**src/design/stream_fifo.sv**
```systemverilog
`timescale 1ns/1ns
`default_nettype none

module stream_fifo #(
    parameter int  FIFO_DEPTH = 2,
    parameter type payload_t  = logic [31:0]
) (
    input  logic     clk,
    input  logic     arst_n,
    input  logic     in_valid,
    output logic     in_ready,
    input  payload_t in_data,
    output logic     out_valid,
    input  logic     out_ready,
    output payload_t out_data
);

    localparam int PTR_W = $clog2(FIFO_DEPTH);

    // Pointers wrap on their own since the depth is a power of two.
    if (FIFO_DEPTH < 2 || (FIFO_DEPTH & (FIFO_DEPTH - 1)) != 0) begin : g_depth_check
        $error("stream_fifo depth must be a power of two of at least 2");
    end

    payload_t         entries [FIFO_DEPTH];
    logic [PTR_W-1:0] wr_ptr;
    logic [PTR_W-1:0] rd_ptr;
    logic [PTR_W:0]   count;
    logic             wr_en;
    logic             rd_en;

    assign in_ready  = (count != (PTR_W+1)'(FIFO_DEPTH));
    assign out_valid = (count != '0);
    assign out_data  = entries[rd_ptr];

    assign wr_en = in_valid && in_ready;
    assign rd_en = out_valid && out_ready;

    always_ff @(posedge clk or negedge arst_n) begin
        if (!arst_n) begin
            wr_ptr <= '0;
            rd_ptr <= '0;
            count  <= '0;
        end else begin
            if (wr_en) wr_ptr <= wr_ptr + 1'b1;
            if (rd_en) rd_ptr <= rd_ptr + 1'b1;
            case ({wr_en, rd_en})
                2'b10:   count <= count + 1'b1;
                2'b01:   count <= count - 1'b1;
                default: count <= count;     // Both or neither.
            endcase
        end
    end

    always_ff @(posedge clk) begin
        if (wr_en) begin
            entries[wr_ptr] <= in_data;
        end
    end

endmodule

`default_nettype wire

```
**config.mk**
```make
export PLATFORM = sky130hd
export DESIGN_NAME = stream_fifo
export DESIGN_NICKNAME = d
export VERILOG_FILES = /design/src/design/stream_fifo.sv
export SDC_FILE = /design/constraint.sdc
export NUM_CORES = 1
export LEC_CHECK = 0
export ABC_CLOCK_PERIOD_IN_PS = 3750
export BUFFER_PORTS_ARGS = -buffer_cell sky130_fd_sc_hd__buf_2
export CORE_UTILIZATION = 30
export DETAILED_ROUTE_END_ITERATION = 12
export GPL_TIMING_DRIVEN = 0
export PLACE_DENSITY_LB_ADDON = 0.15
export SYNTH_ARGS = -nofsm -noshare
export SYNTH_HDL_FRONTEND = slang
export SYNTH_SLANG_ARGS = --single-unit
```
**constraint.sdc**
```tcl
create_clock -name clk -period 3.75 [get_ports clk]
set_input_delay 0.75 -clock clk [delete_from_list [all_inputs] [get_ports clk]]
set_output_delay 0.75 -clock clk [all_outputs]
set_load 0.02 [all_outputs]
```
## After elaboration in Yosys (flattened, before gate mapping)

Memories as Yosys holds them, arrays and structs flattened.
Index checks and enable logic that the tools add are counted.

| storage, ports and cells | value |
|---|---|
| memories | 1 |
| input port bits | 36 |
| word-level logic and storage cells | 18 |
| bits in registers | 4 |
| RAM bits | 64 |

Memory list:

| memory | words | width | rd ports | clocked after Yosys merged registers in | wr ports | RTL line | RTL |
|---|---|---|---|---|---|---|---|
| entries | 2 | 32 | 1 | 0 | 1 | 25 | `payload_t entries [FIFO_DEPTH];` |

| operators by class | value |
|---|---|
| muxes and demuxes | 3 |
| reductions and logical operators | 4 |
| $add $sub $neg | 4 |
| equality and inequality tests | 3 |

Operators by type and width:

| cell | count |
|---|---|
| $pmux 2 s2 | 1 |
| $reduce_bool 2->1 | 2 |
| $add 1x1->1 const B | 2 |
| $add 2x1->2 const B | 1 |
| $eq 2x1->1 const B | 1 |
| $eq 2x2->1 const B | 1 |
| $logic_and 1x1->1 | 2 |
| $mux 1 | 2 |
| $ne 2x2->1 const B | 1 |
| $sub 2x1->2 const B | 1 |

## Logic depth before layout (Yosys ltp)

| depth | value |
|---|---|
| word-level depth | 4 |
| mapped depth | 6 |
| gate-level depth less buffers | 6 |

## Worst setup path before layout

OpenSTA, ideal clock, no wires.

| timing path | value |
|---|---|
| path kind | input port to flip-flop |
| from | in in_valid |
| to | mem entries[0][0] (netlist name) (enable) |
| slack | 1.122 ns |
| data arrival time | 2.207 ns |
| library setup time | 0.421 ns |
| stages | 2 |
| cells stage by stage | nand2_1 > nor2_1 |

| on the way | value |
|---|---|
| word-level cells in the longest chain between the ends | 3 |

RTL lines:

| item | RTL line | RTL |
|---|---|---|
| start: declaration | 10 | `input logic in_valid,` |
| $logic_and 1x1->1 | 36 | `assign wr_en = in_valid && in_ready;` |
| $mux 1 | 56 | `if (wr_en) begin` |
| $mux 1 (not written as such) | 57 | `entries[wr_ptr] <= in_data;` |
| end: declaration | 25 |  |

Every way passes these cells.

==> reports/results.ini <==
[synthesis]
synth_cell_type_count = 14
ys_warn_count = 0
synth_fp_nets = 154
ys_seq_area_frac = 0.8016
avgSynthCellArea_um2 = 21.56
synth_cells = 117
syn_area_mm2 = 0.002522
synth_seq_cells = 68

[timing]
maxSlewHeadroom = 0.3539
fin_worst_skew_ns = 0.007299
period_needed_ns = 2.207
worst_pin_slew_ns = 0.9668
tns_ns = 0
finalWorstSetupSlack_ns = 1.543
rsz0062_at_grt = no
final_hold_viol_count = 0
fmaxAchievable_ghz = 0.4532
slew_viol_final = 0
period_share = 0.5884
finalSetupViolations = 0
holdWs_ns = 0.2182

[die]
core-area_mm2 = 0.008175
fp-row-count = 33
die_h_um = 93.70
start_util = 0.3085
die_width_um = 93.70
die-area_mm2 = 0.008779
io_pins = 70

[clocking]
cts_tree = done
cts-resized-gates = 0
cts_hold_buffers = 0
postCtsSetupBuffers = 0
clk_latency_ns = 0.33
clk_pin_slew_worst_paths_ns = 0.07
cts.sinks = 68
cts_htree_levels = 3
cts_buffer_depth = 2
cts_made_buffers = 9
clock-root-buffer = clkbuf_8

[placed_design]
hpwlAfterDp_um = 2906
port_buffers = 69
dp_slack_ns = 1.569
gp_congestion = 0.7037

[setup_path]
cp.required_ns = 3.00
critPathLaunchType = register
crit_path_end_kind = output port
cp.arrival_ns = 1.46
path_class = register to output port
crit_fanout = 10

[global_routing]
grt_max_degree = 33
grt_antenna_before_repair = 0
grt.total_usage = 0.1045
grt-ovfl-total = 0
grt_pass1_wl_um = 6548
grt_pass1_vias = 1376

[final_layout]
fin_nets = 234
area.growth.synth_to_final_pct = 28.72
n_antenna_cell = 0
drive_gt1_frac = 0.5990
regArea_mm2 = 0.002022
layout_commonest_cell = buf_2
most-common-layout-cells = buf_2, edfxtp_1, mux2_2, clkbuf_8
multi_input_area_um2 = 464.2
finish.utilization = 0.3972
final.fill_count = 763

[pwr]
p_per_area_mw_per_mm2 = 827.5
p_leak_nw = 1.222
ir_drop_mv = 0.4131
power_mw = 2.687

[route]
detail_route.first_pass.iterations = 4
final_antenna_net_count = 0
vias = 1295
route.detailed.drc = 0
vias_per_cell = 4.218
drt_iter0_drc = 23
wl_um = 4279
routedWlPerCell_um = 13.94

[status]
status = complete, no violations

[hold_path]
hold_path_class = primary input to asynchronous set/reset pin

[job]
cap_violations = 0

[stage by stage]
stage,std cells,area [µm²]
2_1_floorplan,117,2522
3_3_place_gp,291,2999
3_5_place_dp,291,3008
4_1_cts,307,3247
5_1_grt,307,3247
6_report,307,3247
[synth_stat cells]
cell type | instances | area, µm²
edfxtp_1 | 64 | 1922
mux2_2 | 30 | 337.8
buf_6 | 4 | 45.04
dfrtp_1 | 4 | 100.1
xnor2_1 | 3 | 26.28
mux2_1 | 2 | 22.52
nor2_1 | 2 | 7.510
xor2_1 | 2 | 17.52
and2_4 | 1 | 8.760
and3_1 | 1 | 6.260
ha_1 | 1 | 12.51
nand2_1 | 1 | 3.750
nand2b_1 | 1 | 6.260
or2_1 | 1 | 6.260
[metal layers]
layer  wire length (µm)  GRT usage  vias up  part of all wire
li1                   -          -      615                 -
met1               1664     0.1098      633              0.39
met2               2292     0.1813       39              0.54
met3                236    0.03236        8             0.055
met4                 86    0.06538        0             0.020
met5                  0          0        -                 0
[worst max-delay path, stage by stage, from the launching register on]
cell and delay [ns]:
dfrtp_1 0.34, buf_6 0.13, buf_6 0.16, mux2_2 0.35
buf_2 0.16
[logic make-up (layout without fill, tap and decap cells)]
| kind of cell | count (synthesis) | count (layout) | synth area share |
|---|---|---|---|
| fa+ha+maj | 1 | 1 | 0.004960 |
| simple gates | 7 | 7 | 0.01538 |
| buf+inv | 4 | 89 | 0.01786 |
| flops | 68 | 68 | 0.8016 |
| mux | 32 | 32 | 0.1429 |
| xor+xnor | 5 | 5 | 0.01736 |
[report_power, final]
group	total, mW	internal, mW	switching, mW
sequential	1.10	1.04	0.0519
clock	0.699	0.439	0.260
combinational	0.892	0.368	0.523
total	2.69	1.85	0.835
[cell type report]
cell class                      count  area share
Buffer                              4     0.01387
Clock buffer                        9     0.03815
Clock inverter                      7     0.03545
Multi-Input combinational cell     45      0.1430
Sequential cell                    68      0.6227
Tap cell                          105     0.04046
Timing Repair Buffer               69      0.1064
[final timing paths]
kind / from / slack (ns) / cells after the start / to
min in group clk: count[1] / 0.53 / 1 / count[1]
worst max-delay path: rd_ptr / 1.54 / 4 / out_data[11]
worst max register to register: count[0] / 1.86 / 3 / entries[0][1]
worst min-delay path: arst_n / 0.22 / 1 / count[0]
max in group asynchronous: arst_n / 3.41 / 1 / rd_ptr
worst min register to register: count[1] / 0.53 / 1 / count[1]
[registers in the layout, summed over array words and instances (netlist names)]
signal / cells
entries: 64
count: 2
rd_ptr: 1
wr_ptr: 1
No activity file was read; power rests on OpenSTA's default activity.
