===== src/design/core_pkg.sv =====
`default_nettype none

package core_pkg;

    localparam int XLEN = 32;

    // Memory operation carried by an execute bundle.
    typedef enum logic [3:0] {
        mem_none = 4'd0,
        mem_lb   = 4'd1,
        mem_lh   = 4'd2,
        mem_lw   = 4'd3,
        mem_lbu  = 4'd4,
        mem_lhu  = 4'd5,
        mem_sb   = 4'd6,
        mem_sh   = 4'd7,
        mem_sw   = 4'd8
    } mem_op_e;

    // Results offered by the execute stage.
    typedef struct packed {
        logic [XLEN-1:0] pc;
        logic [XLEN-1:0] alu_out;      // Address for loads and stores.
        logic [XLEN-1:0] rs2_data;
        mem_op_e         mem_op;
        logic            br_flg;
        logic [XLEN-1:0] br_target;
        logic            jmp_flg;
        logic            rf_wen;
        logic [3:0]      wb_sel;
        logic [4:0]      wb_addr;
        logic            is_ecall;
    } exec_bundle_t;

    // Bundle handed on to write-back.
    typedef struct packed {
        logic [XLEN-1:0] pc;
        logic [XLEN-1:0] alu_out;
        logic            br_flg;
        logic [XLEN-1:0] br_target;
        logic            jmp_flg;
        logic            rf_wen;
        logic [3:0]      wb_sel;
        logic [4:0]      wb_addr;
        logic            is_ecall;
        logic [XLEN-1:0] read_data;    // Extended load data, zero otherwise.
    } wb_bundle_t;

endpackage

`default_nettype wire


===== src/design/mem_bus_pkg.sv =====
`default_nettype none

package mem_bus_pkg;

    localparam int ADDR_W = 32;
    localparam int DATA_W = 32;
    localparam int BE_W   = DATA_W / 8;

    // ==============================
    // Request and response channels
    // ==============================

    // One byte enable per lane of the data word.
    typedef struct packed {
        logic              write;
        logic [ADDR_W-1:0] addr;
        logic [DATA_W-1:0] wdata;
        logic [BE_W-1:0]   byte_en;
    } mem_req_t;

    // Only reads get a response.
    typedef struct packed {
        logic [DATA_W-1:0] rdata;
    } mem_rsp_t;

endpackage

`default_nettype wire


===== src/design/mem_stage.sv =====
`timescale 1ns/1ns
`default_nettype none

module mem_stage (
    input  logic                  clk,
    input  logic                  arst_n,
    input  logic                  flush,
    input  logic                  in_valid,
    output logic                  in_ready,
    input  core_pkg::exec_bundle_t in_data,
    output logic                  req_valid,
    input  logic                  req_ready,
    output mem_bus_pkg::mem_req_t req_data,
    input  logic                  rsp_valid,
    output logic                  rsp_ready,
    input  mem_bus_pkg::mem_rsp_t rsp_data,
    output logic                  out_valid,
    input  logic                  out_ready,
    output core_pkg::wb_bundle_t  out_data
);
    import core_pkg::*;
    import mem_bus_pkg::*;

    typedef enum logic [1:0] {
        st_idle,
        st_req,
        st_wait_rsp
    } state_e;

    state_e          state;
    exec_bundle_t    held;          // Memory operation in flight.
    logic [1:0]      lane;
    logic            held_store;
    logic            in_fire;
    logic            mem_accept;
    logic            req_fire;
    logic            rsp_fire;
    logic            out_load;
    wb_bundle_t      out_next;
    logic [7:0]      byte_sel;
    logic [15:0]     half_sel;
    logic [XLEN-1:0] load_data;

    function automatic wb_bundle_t to_wb(exec_bundle_t b, logic [XLEN-1:0] rd);
        wb_bundle_t w;
        w.pc        = b.pc;
        w.alu_out   = b.alu_out;
        w.br_flg    = b.br_flg;
        w.br_target = b.br_target;
        w.jmp_flg   = b.jmp_flg;
        w.rf_wen    = b.rf_wen;
        w.wb_sel    = b.wb_sel;
        w.wb_addr   = b.wb_addr;
        w.is_ecall  = b.is_ecall;
        w.read_data = rd;
        return w;
    endfunction

    // ==============================
    // Handshakes and control
    // ==============================

    // Take a new item only when nothing is pending and the output can move.
    assign in_ready   = (state == st_idle) && (!out_valid || out_ready);
    assign req_valid  = (state == st_req);
    assign rsp_ready  = (state == st_wait_rsp);

    assign in_fire    = in_valid && in_ready;
    assign req_fire   = req_valid && req_ready;
    assign rsp_fire   = rsp_valid && rsp_ready;
    assign mem_accept = in_fire && !flush && (in_data.mem_op != mem_none);

    assign lane       = held.alu_out[1:0];
    assign held_store = held.mem_op inside {mem_sb, mem_sh, mem_sw};

    always_ff @(posedge clk or negedge arst_n) begin
        if (!arst_n) begin
            state <= st_idle;
        end else begin
            case (state)
                st_idle: begin
                    if (mem_accept) state <= st_req;
                end
                st_req: begin
                    if (req_fire) state <= held_store ? st_idle : st_wait_rsp;
                end
                st_wait_rsp: begin
                    if (rsp_fire) state <= st_idle;
                end
                default: state <= st_idle;
            endcase
        end
    end

    always_ff @(posedge clk) begin
        if (mem_accept) begin
            held <= in_data;
        end
    end

    // ==============================
    // Request formation
    // ==============================

    always_comb begin
        req_data.write = held_store;
        req_data.addr  = held.alu_out;
        case (held.mem_op)
            mem_lb, mem_lbu, mem_sb: begin
                req_data.byte_en = BE_W'(1) << lane;
                req_data.wdata   = {24'b0, held.rs2_data[7:0]} << (8 * lane);
            end
            mem_lh, mem_lhu, mem_sh: begin
                req_data.byte_en = lane[1] ? 4'b1100 : 4'b0011;  // Bit 0 is ignored.
                req_data.wdata   = {16'b0, held.rs2_data[15:0]} << (16 * lane[1]);
            end
            default: begin
                req_data.byte_en = {BE_W{1'b1}};
                req_data.wdata   = held.rs2_data;
            end
        endcase
    end

    // ==============================
    // Load extension and output
    // ==============================

    always_comb begin
        byte_sel = rsp_data.rdata[8*lane +: 8];
        half_sel = rsp_data.rdata[16*lane[1] +: 16];
        case (held.mem_op)
            mem_lb:  load_data = {{24{byte_sel[7]}}, byte_sel};
            mem_lbu: load_data = {24'b0, byte_sel};
            mem_lh:  load_data = {{16{half_sel[15]}}, half_sel};
            mem_lhu: load_data = {16'b0, half_sel};
            default: load_data = rsp_data.rdata;
        endcase
    end

    // At most one of these fires in a cycle, as each belongs to one state.
    always_comb begin
        out_load = 1'b0;
        out_next = to_wb(held, '0);
        if (in_fire && !flush && (in_data.mem_op == mem_none)) begin
            out_load = 1'b1;
            out_next = to_wb(in_data, '0);
        end else if (req_fire && held_store) begin
            out_load = 1'b1;
        end else if (rsp_fire) begin
            out_load = 1'b1;
            out_next = to_wb(held, load_data);
        end
    end

    always_ff @(posedge clk or negedge arst_n) begin
        if (!arst_n) begin
            out_valid <= 1'b0;
        end else if (out_load) begin
            out_valid <= 1'b1;
        end else if (out_ready) begin
            out_valid <= 1'b0;
        end
    end

    always_ff @(posedge clk) begin
        if (out_load) begin
            out_data <= out_next;
        end
    end

endmodule

`default_nettype wire


===== config.mk =====
export PLATFORM = sky130hd
export DESIGN_NAME = mem_stage
export DESIGN_NICKNAME = d
export VERILOG_FILES = /design/src/design/core_pkg.sv /design/src/design/mem_bus_pkg.sv /design/src/design/mem_stage.sv
export SDC_FILE = /design/constraint.sdc
export NUM_CORES = 1
export LEC_CHECK = 0
export BUFFER_PORTS_ARGS = -buffer_cell sky130_fd_sc_hd__buf_2
export CORE_ASPECT_RATIO = 0.75
export CORE_MARGIN = 3
export CORE_UTILIZATION = 51
export DETAILED_ROUTE_END_ITERATION = 12
export PLACE_DENSITY = 0.81
export SLEW_MARGIN = 20
export SYNTH_ARGS = -nofsm -noshare
export SYNTH_HDL_FRONTEND = slang
export SYNTH_SLANG_ARGS = --single-unit
export TNS_END_PERCENT = 50

===== constraint.sdc =====
create_clock -name clk -period 9.9 [get_ports clk]
set_clock_uncertainty 0.15 [all_clocks]
set_input_delay 1.485 -clock clk [delete_from_list [all_inputs] [get_ports clk]]
set_output_delay 1.485 -clock clk [all_outputs]
set_load 0.005 [all_outputs]

After elaboration in Yosys (flattened, before gate mapping)
Cells that the tools add are included.
- register bits after elaboration: 289
- input port bits: 184
- output and inout port bits: 214
- word-level logic and storage cells: 77
- eq/ne operators: 12
- shifts and indexed selects: 5
- multiplexer cells: 16
- bitwise logic cells: 1
- reduce and logical (&&, ||, !) cells: 20
- operator list (cell ; number):
    141-bit 2-to-1 mux ; 1
    32-bit one-hot mux with 4 select lines ; 1
    36-bit one-hot mux with 2 select lines ; 1
    32-bit 2-to-1 mux ; 2
    32-bit by 6-bit variable part select with 16-bit output ; 1
    32-bit by 6-bit variable part select with 8-bit output ; 1
    16-bit by 5-bit left shift with 32-bit output ; 1
    8-bit by 5-bit left shift with 32-bit output ; 1
    4-bit by 3-bit equality test with 1-bit output (second input constant) ; 4
    3-bit OR reduction ; 3
    1-bit logical AND ; 8
    2-bit 2-to-1 mux ; 4
    2-bit one-hot mux with 3 select lines ; 1
    1-bit 2-to-1 mux ; 5
    4-bit by 1-bit equality test with 1-bit output (second input constant) ; 1
    4-bit by 2-bit equality test with 1-bit output (second input constant) ; 1
    4-bit equality test (second input constant) ; 1
    4-bit logical NOT ; 1
    4-bit 2-to-1 mux ; 1
    2-bit by 1-bit != test with 1-bit output (second input constant) ; 2
    4-bit nonzero test ; 1
    1-bit by 2-bit left shift with 4-bit output (first input constant) ; 1
    3-bit AND reduction ; 1
    3-bit nonzero test ; 1
    other kinds (8) ; 9

Logic depth before layout (Yosys ltp)
Gate-level depths: netlist of run 1.
- word-level depth: 8
- gate-level depth with buffers: 6
- depth with buffers taken out: 4

Worst setup path before layout of run 1
OpenSTA, ideal clock, no wires.
- path type: input-to-reg
- from: input flush
- to: register held[0] (netlist name), enable pin
- library setup time: 669 ps
- arrival time: 8216 ps
- data required time: 9081 ps
- setup slack: 864 ps
- stages: 3
- buffers on the path: 0
- path through: nand2b_1 nor4_2 nor2b_1
- cells in the longest elaborated chain, start to end: 3
- RTL lines (element ; RTL line ; source):
    start, declared ; mem_stage.sv:7 ; input logic flush,
    1-bit logical NOT ; mem_stage.sv:71 ; assign mem_accept = in_fire && !flush && (in_data.mem_op != mem_none);
    1-bit logical AND (2 in series) ; mem_stage.sv:71 ;
    named net mem_accept ; mem_stage.sv:35 ; logic mem_accept;
    end signal, assigned ; mem_stage.sv:97 ; held <= in_data;
    end, declared ; mem_stage.sv:31 ; exec_bundle_t held;
The timed path passes the listed nets, and every way through them passes these cells.
A chain may end at the register's enable or synchronous reset.

==> flow_metrics.py, run 1 <==
metrics = {
    "clock_network": {
        "cts_resized": 0,
        "h-tree-depth": 1,
        "clk_latency_ns": 0.55,
        "cts_setup_buffers": 0,
        "cts.clk_slew.worst_paths_ns": 0.07,
        "clock_sinks": 289,
        "numCtsBuffers": 28,
        "ctsHoldBuffers": 0,
        "cts-root-buf": "clkbuf_16",
        "clk_path_buf_depth": 3,
        "cts_tree": "built",
    },
    "run_status": {
        "status": "finished, final reports clean",
    },
    "sta": {
        "min_period_ns": 4.234,
        "rsz0062_at_grt": "false",
        "whs_ns": 0.3962,
        "hold_viol": 0,
        "fin_setup_tns_ns": 0,
        "max_freq_mhz": 236.2,
        "slew_viol_final": 0,
        "relSlewSlack_pct": 26.66,
        "finalSetupViolations": 0,
        "finalCritPeriodShare_pct": 42.76,
        "worstMarginPinSlew_ns": 1.100,
    },
    "final_layout": {
        "fill_cells": 1607,
        "syn_to_final_growth_pct": 24.78,
        "fin_nets": 1185,
        "drive_gt1_share_pct": 57.28,
        "fin_area_um2": 15020,
    },
    "global_routing": {
        "grt.total_usage_pct": 21.80,
        "use_met3_pct": 8.076,
        "busiest_layer": "met2",
        "grt.overflow.total": 0,
        "grt_max_degree": 70,
        "grt_use_met1_pct": 26.43,
        "grt_pass1_wl_um": 42980,
        "first_global_vias": 7405,
        "antenna_found_initial": 3,
        "gr-usage-met2_pct": 36.36,
    },
    "synthesis": {
        "synth_edf_count": 286,
        "syn-num-nets": 808,
        "ys_async_sr_fraction_pct": 1.038,
        "synthCells": 624,
        "synth_ff_type": "edfxtp_1",
        "syn_area_per_cell_um2": 19.29,
        "synth_largest_area_cell": "edfxtp_1",
        "ys_ff_latch": 289,
        "synth_top_area_share_pct": 71.34,
        "synth_area_um2": 12040,
        "seq_area_frac_synth_pct": 71.96,
        "yosys_warnings": 0,
        "yosys.cell_types.count": 55,
        "yosys-top-cells-area": "edfxtp_1 (71%), mux2_4 (11%), buf_4 (2.2%)",
    },
    "routing": {
        "dr_total_vias": 7210,
        "dr.pass1.iters": 5,
        "routed_wl_um": 29010,
        "antenna_left": 0,
        "first_iter_violations": 599,
        "vias_per_cell": 5.442,
        "wl_per_cell_um": 21.89,
        "post-route-drc-count": 0,
    },
    "setup_path": {
        "slowest_delay_ns": 0.63,
        "worstPathMaxFanout": 15,
        "required_ns": 8.27,
        "critPathLaunchType": "register",
        "r2r_slack_ns": 6.57,
        "cp.arrival_ns": 2.60,
        "slowest_stage": "edfxtp_1",
        "worstSetupPathType": "register to output pin",
        "critical_path.cell_chain": "or3b_4 > a31oi_2 > a22o_1 > buf_2",
        "critPathCaptureType": "output pin",
    },
    "floorplanning": {
        "fp.dieW_um": 183.4,
        "fp.coreArea_um2": 23120,
        "fp.dieArea_um2": 25510,
        "ioPinCount": 398,
        "num_rows": 48,
        "initial_core_util_pct": 52.07,
        "fp.dieH_um": 139.1,
    },
    "job": {
        "maxCapViolCount": 0,
    },
    "placed_design": {
        "placed_area_um2": 14030,
        "io_buffers": 397,
        "dp_hpwl_um": 20650,
        "place.gp.congestion": 0.8875,
    },
    "power_and_ir_drop": {
        "peakVddDrop_mv": 0.1770,
        "power_density_nw_per_um2": 198.2,
        "p_leak_nw": 6.390,
        "totalPowerFinal_mw": 2.977,
    },
    "worst_hold_path": {
        "min_path_type": "register to register",
    },
}
metrics by stage:
step                setup WS [ns]  util (%)  std cells
floorplan                  0.8643         -        624
global placement            5.383     60.67       1271
finish                      5.666     64.97       1325
CTS                         5.666     64.95       1323
detailed placement          5.343     60.69       1271
global route                5.524     64.97       1325
cells by family after synthesis:
logic type      synth area share, %
flops                         71.96
buf+inv                       4.261
xor+xnor                     0.1455
compound gates                6.007
mux                           14.34
simple gates                  3.284
routing by layer:
layer	vias to the layer above	share of wire (%)
li1	3209	-
met1	3558	37
met2	379	49
met3	62	10
met4	2	3.3
met5	-	0.038
registers in the layout (all words and copies together) (netlist names):
signal	flops
held	113
out_valid	1
out_data	141
req_data	32
state	2
cell usage after synthesis, types with 2 or more instances:
| cell type | count |
|---|---|
| buf_6 | 13 |
| nor2_1 | 4 |
| buf_4 | 36 |
| a221o_1 | 15 |
| o21ai_0 | 4 |
| nand3_1 | 5 |
| nor3_1 | 2 |
| nand2b_1 | 4 |
| nand2_1 | 9 |
| mux2_4 | 88 |
| a21o_1 | 21 |
| a222oi_1 | 8 |
| xor2_1 | 2 |
| a22o_1 | 16 |
| mux2_2 | 22 |
| dfrtp_1 | 3 |
| a21oi_1 | 2 |
| and2_1 | 9 |
| edfxtp_1 | 286 |
| o211ai_1 | 2 |
| buf_2 | 8 |
| inv_1 | 13 |
| a31oi_2 | 2 |
| mux4_2 | 7 |
| nor2b_1 | 13 |
critical path: cells and delay by family (launching register included):
family,cells,cell delay (ns)
buf+inv,1,0.14
compound gates,2,0.76
simple gates,1,0.52
flops,1,0.63
final cells by class:
class,instances,area [um^2],share of cell area [%]
diodes,2,5.005,0.03332
well taps,300,375.4,2.499
flip-flops and latches,289,8663,57.67
clock buffers,38,758.2,5.047
multi-input cells,263,2894,19.27
inverters,14,52.55,0.3498
repair buffers,405,2047,13.63
clock inverters,14,226.5,1.508
cells in the final DEF (no fill, tap or decap), types with 2 or more instances in the layout:
cell	n
clkbuf_1	8
nand2_1	8
dfrtp_1	3
a21o_1	21
mux4_2	7
nor3_1	2
o21ai_0	4
a31oi_2	2
nand2b_1	4
inv_1	13
edfxtp_1	286
bufinv_16	5
a21oi_2	2
nor2b_1	12
diode_2	2
nor2_1	4
a221o_1	15
clkinv_2	4
a222oi_1	8
o211ai_1	2
xor2_1	2
and2_1	9
nand3_1	4
clkinvlp_4	3
mux2_4	88
a22o_1	16
clkbuf_16	28
mux2_2	22
clkbuf_8	2
buf_2	397
buf_4	8
worst paths after layout:
| path | startpoint | endpoint | cells after the start |
|---|---|---|---|
| min in group asynchronous | arst_n | state[1]$_DFFE_PN0P_ | 1 |
| worst min-delay path | held[24]$_DFFE_PP_ | out_data[56]$_DFFE_PP_ | 1 |
| worst max register to register | held[45]$_DFFE_PP_ | out_data[3]$_SDFFCE_PP0P_ | 5 |
| max in group asynchronous | arst_n | out_valid$_DFFE_PN0P_ | 1 |
| worst max-delay path | held[45]$_DFFE_PP_ | req_data[23] | 4 |
| worst min register to register | held[24]$_DFFE_PP_ | out_data[56]$_DFFE_PP_ | 1 |
power breakdown:
group | switching, mW | internal (mW) | leakage (nW)
logic | 0.182 | 0.154 | 3.26
clock network | 0.451 | 0.671 | 0.469
registers | 0.0400 | 1.48 | 2.66
Power figures use the tool's default switching activity.
==> run 2, diff against run 1 <==
CORE_UTILIZATION = 46   (was 51)
PLACE_DENSITY = 0.77   (was 0.81)
clock period = 3.75 ns   (was 9.9 ns; I/O delays follow)
==> run 2 against run 1 <==
  * Die area up 10%
  * Clock power up 140%
  * Worst setup slack worse by 5.2 ns
  * Utilization is 5.5 points lower
  * Global-route usage fell by 2.2 points
  * Final area grew 0.23%
  * Sequential cell count unchanged
  * Sequential share of layout area decreased by 0.13 points
  * Largest cell class unchanged
  * Highest routed layer unchanged
==> flow_metrics.py, run 2 (synthesis gave the netlist of run 1 again) <==
metrics = {
    "run_status": {
        "status": "finished, final reports clean",
    },
    "sta": {
        "finalCritPeriodShare_pct": 86.97,
        "fin_ws_ns": 0.4888,
        "fin_setup_tns_ns": 0,
        "slew_viol_final": 0,
        "whs_ns": 0.03210,
        "finalSetupViolations": 0,
        "relSlewSlack_pct": 29.75,
        "worstMarginPinSlew_ns": 1.054,
        "min_period_ns": 3.261,
        "hold_viol": 0,
        "rsz0062_at_grt": "false",
        "max_freq_mhz": 306.6,
    },
    "final_layout": {
        "largest_reg_flops": 141,
        "syn_to_final_growth_pct": 25.06,
        "fin_nets": 1188,
        "top_register": "out_data",
        "multi_input_comb_area_um2": 2890,
        "fill_cells": 1947,
        "fin_area_um2": 15060,
        "most-common-layout-cells": "buf_2 (397), edfxtp_1 (286), mux2_4 (88)",
        "seqCellArea_um2": 8663,
        "final_cells": 1365,
        "finish.utilization_pct": 59.42,
        "final_common_cell": "buf_2",
        "drive_gt1_share_pct": 57.02,
    },
    "setup_path": {
        "required_ns": 3.04,
        "r2r_end": "held[129]$_DFFE_PP_",
        "critical_path.cell_chain": "a21o_1 > a221o_1 > nand2_1 > a22o_1 > buf_2",
        "r2r_cells": 4,
        "critPathCaptureType": "output pin",
        "slowest_stage": "edfxtp_1",
        "r2r-start": "out_valid$_DFFE_PN0P_",
        "slowest_delay_ns": 0.72,
        "worstPathMaxFanout": 22,
        "r2r_slack_ns": 1.14,
        "critPathLaunchType": "register",
        "worstSetupPathType": "register to output pin",
        "cp.arrival_ns": 2.55,
    },
    "global_routing": {
        "grt_pass1_wl_um": 42820,
        "grt_max_degree": 83,
        "grt.total_usage_pct": 19.59,
        "antenna_found_initial": 3,
        "grt.overflow.total": 0,
        "first_global_vias": 7340,
    },
    "worst_hold_path": {
        "holdPathStages": 1,
        "holdPathEnd": "held[73]$_DFFE_PP_",
        "min_path_type": "input pin to register",
        "hold_start": "in_data[73]",
    },
    "routing": {
        "routed_wl_um": 29170,
        "wl_per_cell_um": 21.37,
        "first_iter_violations": 499,
        "wl_met2_um": 13790,
        "wl_met3_um": 3171,
        "dr_total_vias": 7265,
        "antenna_left": 0,
        "met1_length_um": 11180,
        "dr.pass1.iters": 8,
        "post-route-drc-count": 0,
        "top_layer_used": "met5",
        "vias_per_cell": 5.322,
    },
    "clock_network": {
        "h-tree-depth": 1,
        "cts-root-buf": "clkbuf_16",
        "cts_resized": 0,
        "numCtsBuffers": 28,
        "clock_sinks": 289,
        "clk_latency_ns": 0.54,
        "cts.clk_slew.worst_paths_ns": 0.07,
        "cts_setup_buffers": 0,
        "cts_tree": "built",
        "clk_path_buf_depth": 3,
    },
    "placed_design": {
        "place_ws_ns": 0.9985,
        "dp.cells": 1310,
        "dp_hpwl_um": 20480,
        "place.gp.congestion": 0.9004,
        "io_buffers": 397,
        "placed_area_um2": 14150,
    },
    "power_and_ir_drop": {
        "totalPowerFinal_mw": 7.620,
        "power_density_nw_per_um2": 506.1,
        "p_leak_nw": 6.385,
        "peakVddDrop_mv": 0.4572,
    },
    "floorplanning": {
        "ioPinCount": 398,
        "fp.dieW_um": 192.8,
        "fp.coreArea_um2": 25340,
        "fp.dieH_um": 146.1,
        "fp.dieArea_um2": 28170,
        "initial_core_util_pct": 47.52,
        "num_rows": 50,
    },
    "job": {
        "maxCapViolCount": 0,
    },
}
run 2: changes by cell type in the layout (fill, tap and decap cells not counted), sizes merged:
cell	previous run	this run
clkinv	6	16
buf	405	406
diode	2	1
dlygate4sd3	0	2
inv	14	15
bufinv	5	2
clkbuf	38	30
run 2: layout make-up:
class                           count  area share [%]
Sequential cell                   289           57.54
Antenna cell                        1         0.01662
Clock inverter                     22           1.188
Timing Repair Buffer              408           14.19
Inverter                           14          0.3490
Tap cell                          338           2.809
Clock buffer                       30           4.704
Multi-Input combinational cell    263           19.20
run 2: routing by layer:
metal | vias to the layer above | track usage, %
met3 | 71 | 6.241
met4 | 4 | 6.407
met2 | 407 | 31.82
met5 | - | 0
met1 | 3566 | 25.09
li1 | 3217 | -
run 2: power by group:
part	switching, mW	internal (mW)	leakage [nW]	total [mW]
clock	1.19	1.51	0.429	2.71
combinational	0.471	0.425	3.29	0.895
sequential	0.118	3.90	2.66	4.02
run 2: worst max path at each step:
stage	from	to	slack (ns)
detailed placement	flush	held[126]$_DFFE_PP_	1.0
finish	req_data[37]$_DFFE_PP_	req_data[16]	0.49
global route	req_data[37]$_DFFE_PP_	req_data[22]	0.31
floorplan	out_ready	out_data[0]$_SDFFCE_PP0P_	-0.53
CTS	req_data[37]$_DFFE_PP_	req_data[16]	0.47
global placement	flush	held[126]$_DFFE_PP_	1.05
run 2: what timing repair did:
item	in CTS	in global routing
hold buffers	1	1
hold endpoints to repair	3	1
setup endpoints to repair	0	0
run 2: worst max-delay path, delay by kind of cell (launching register included):
kind	cells	cell delay, ns
compound gates	3	0.82
buf+inv	1	0.11
simple gates	1	0.33
flops	1	0.72
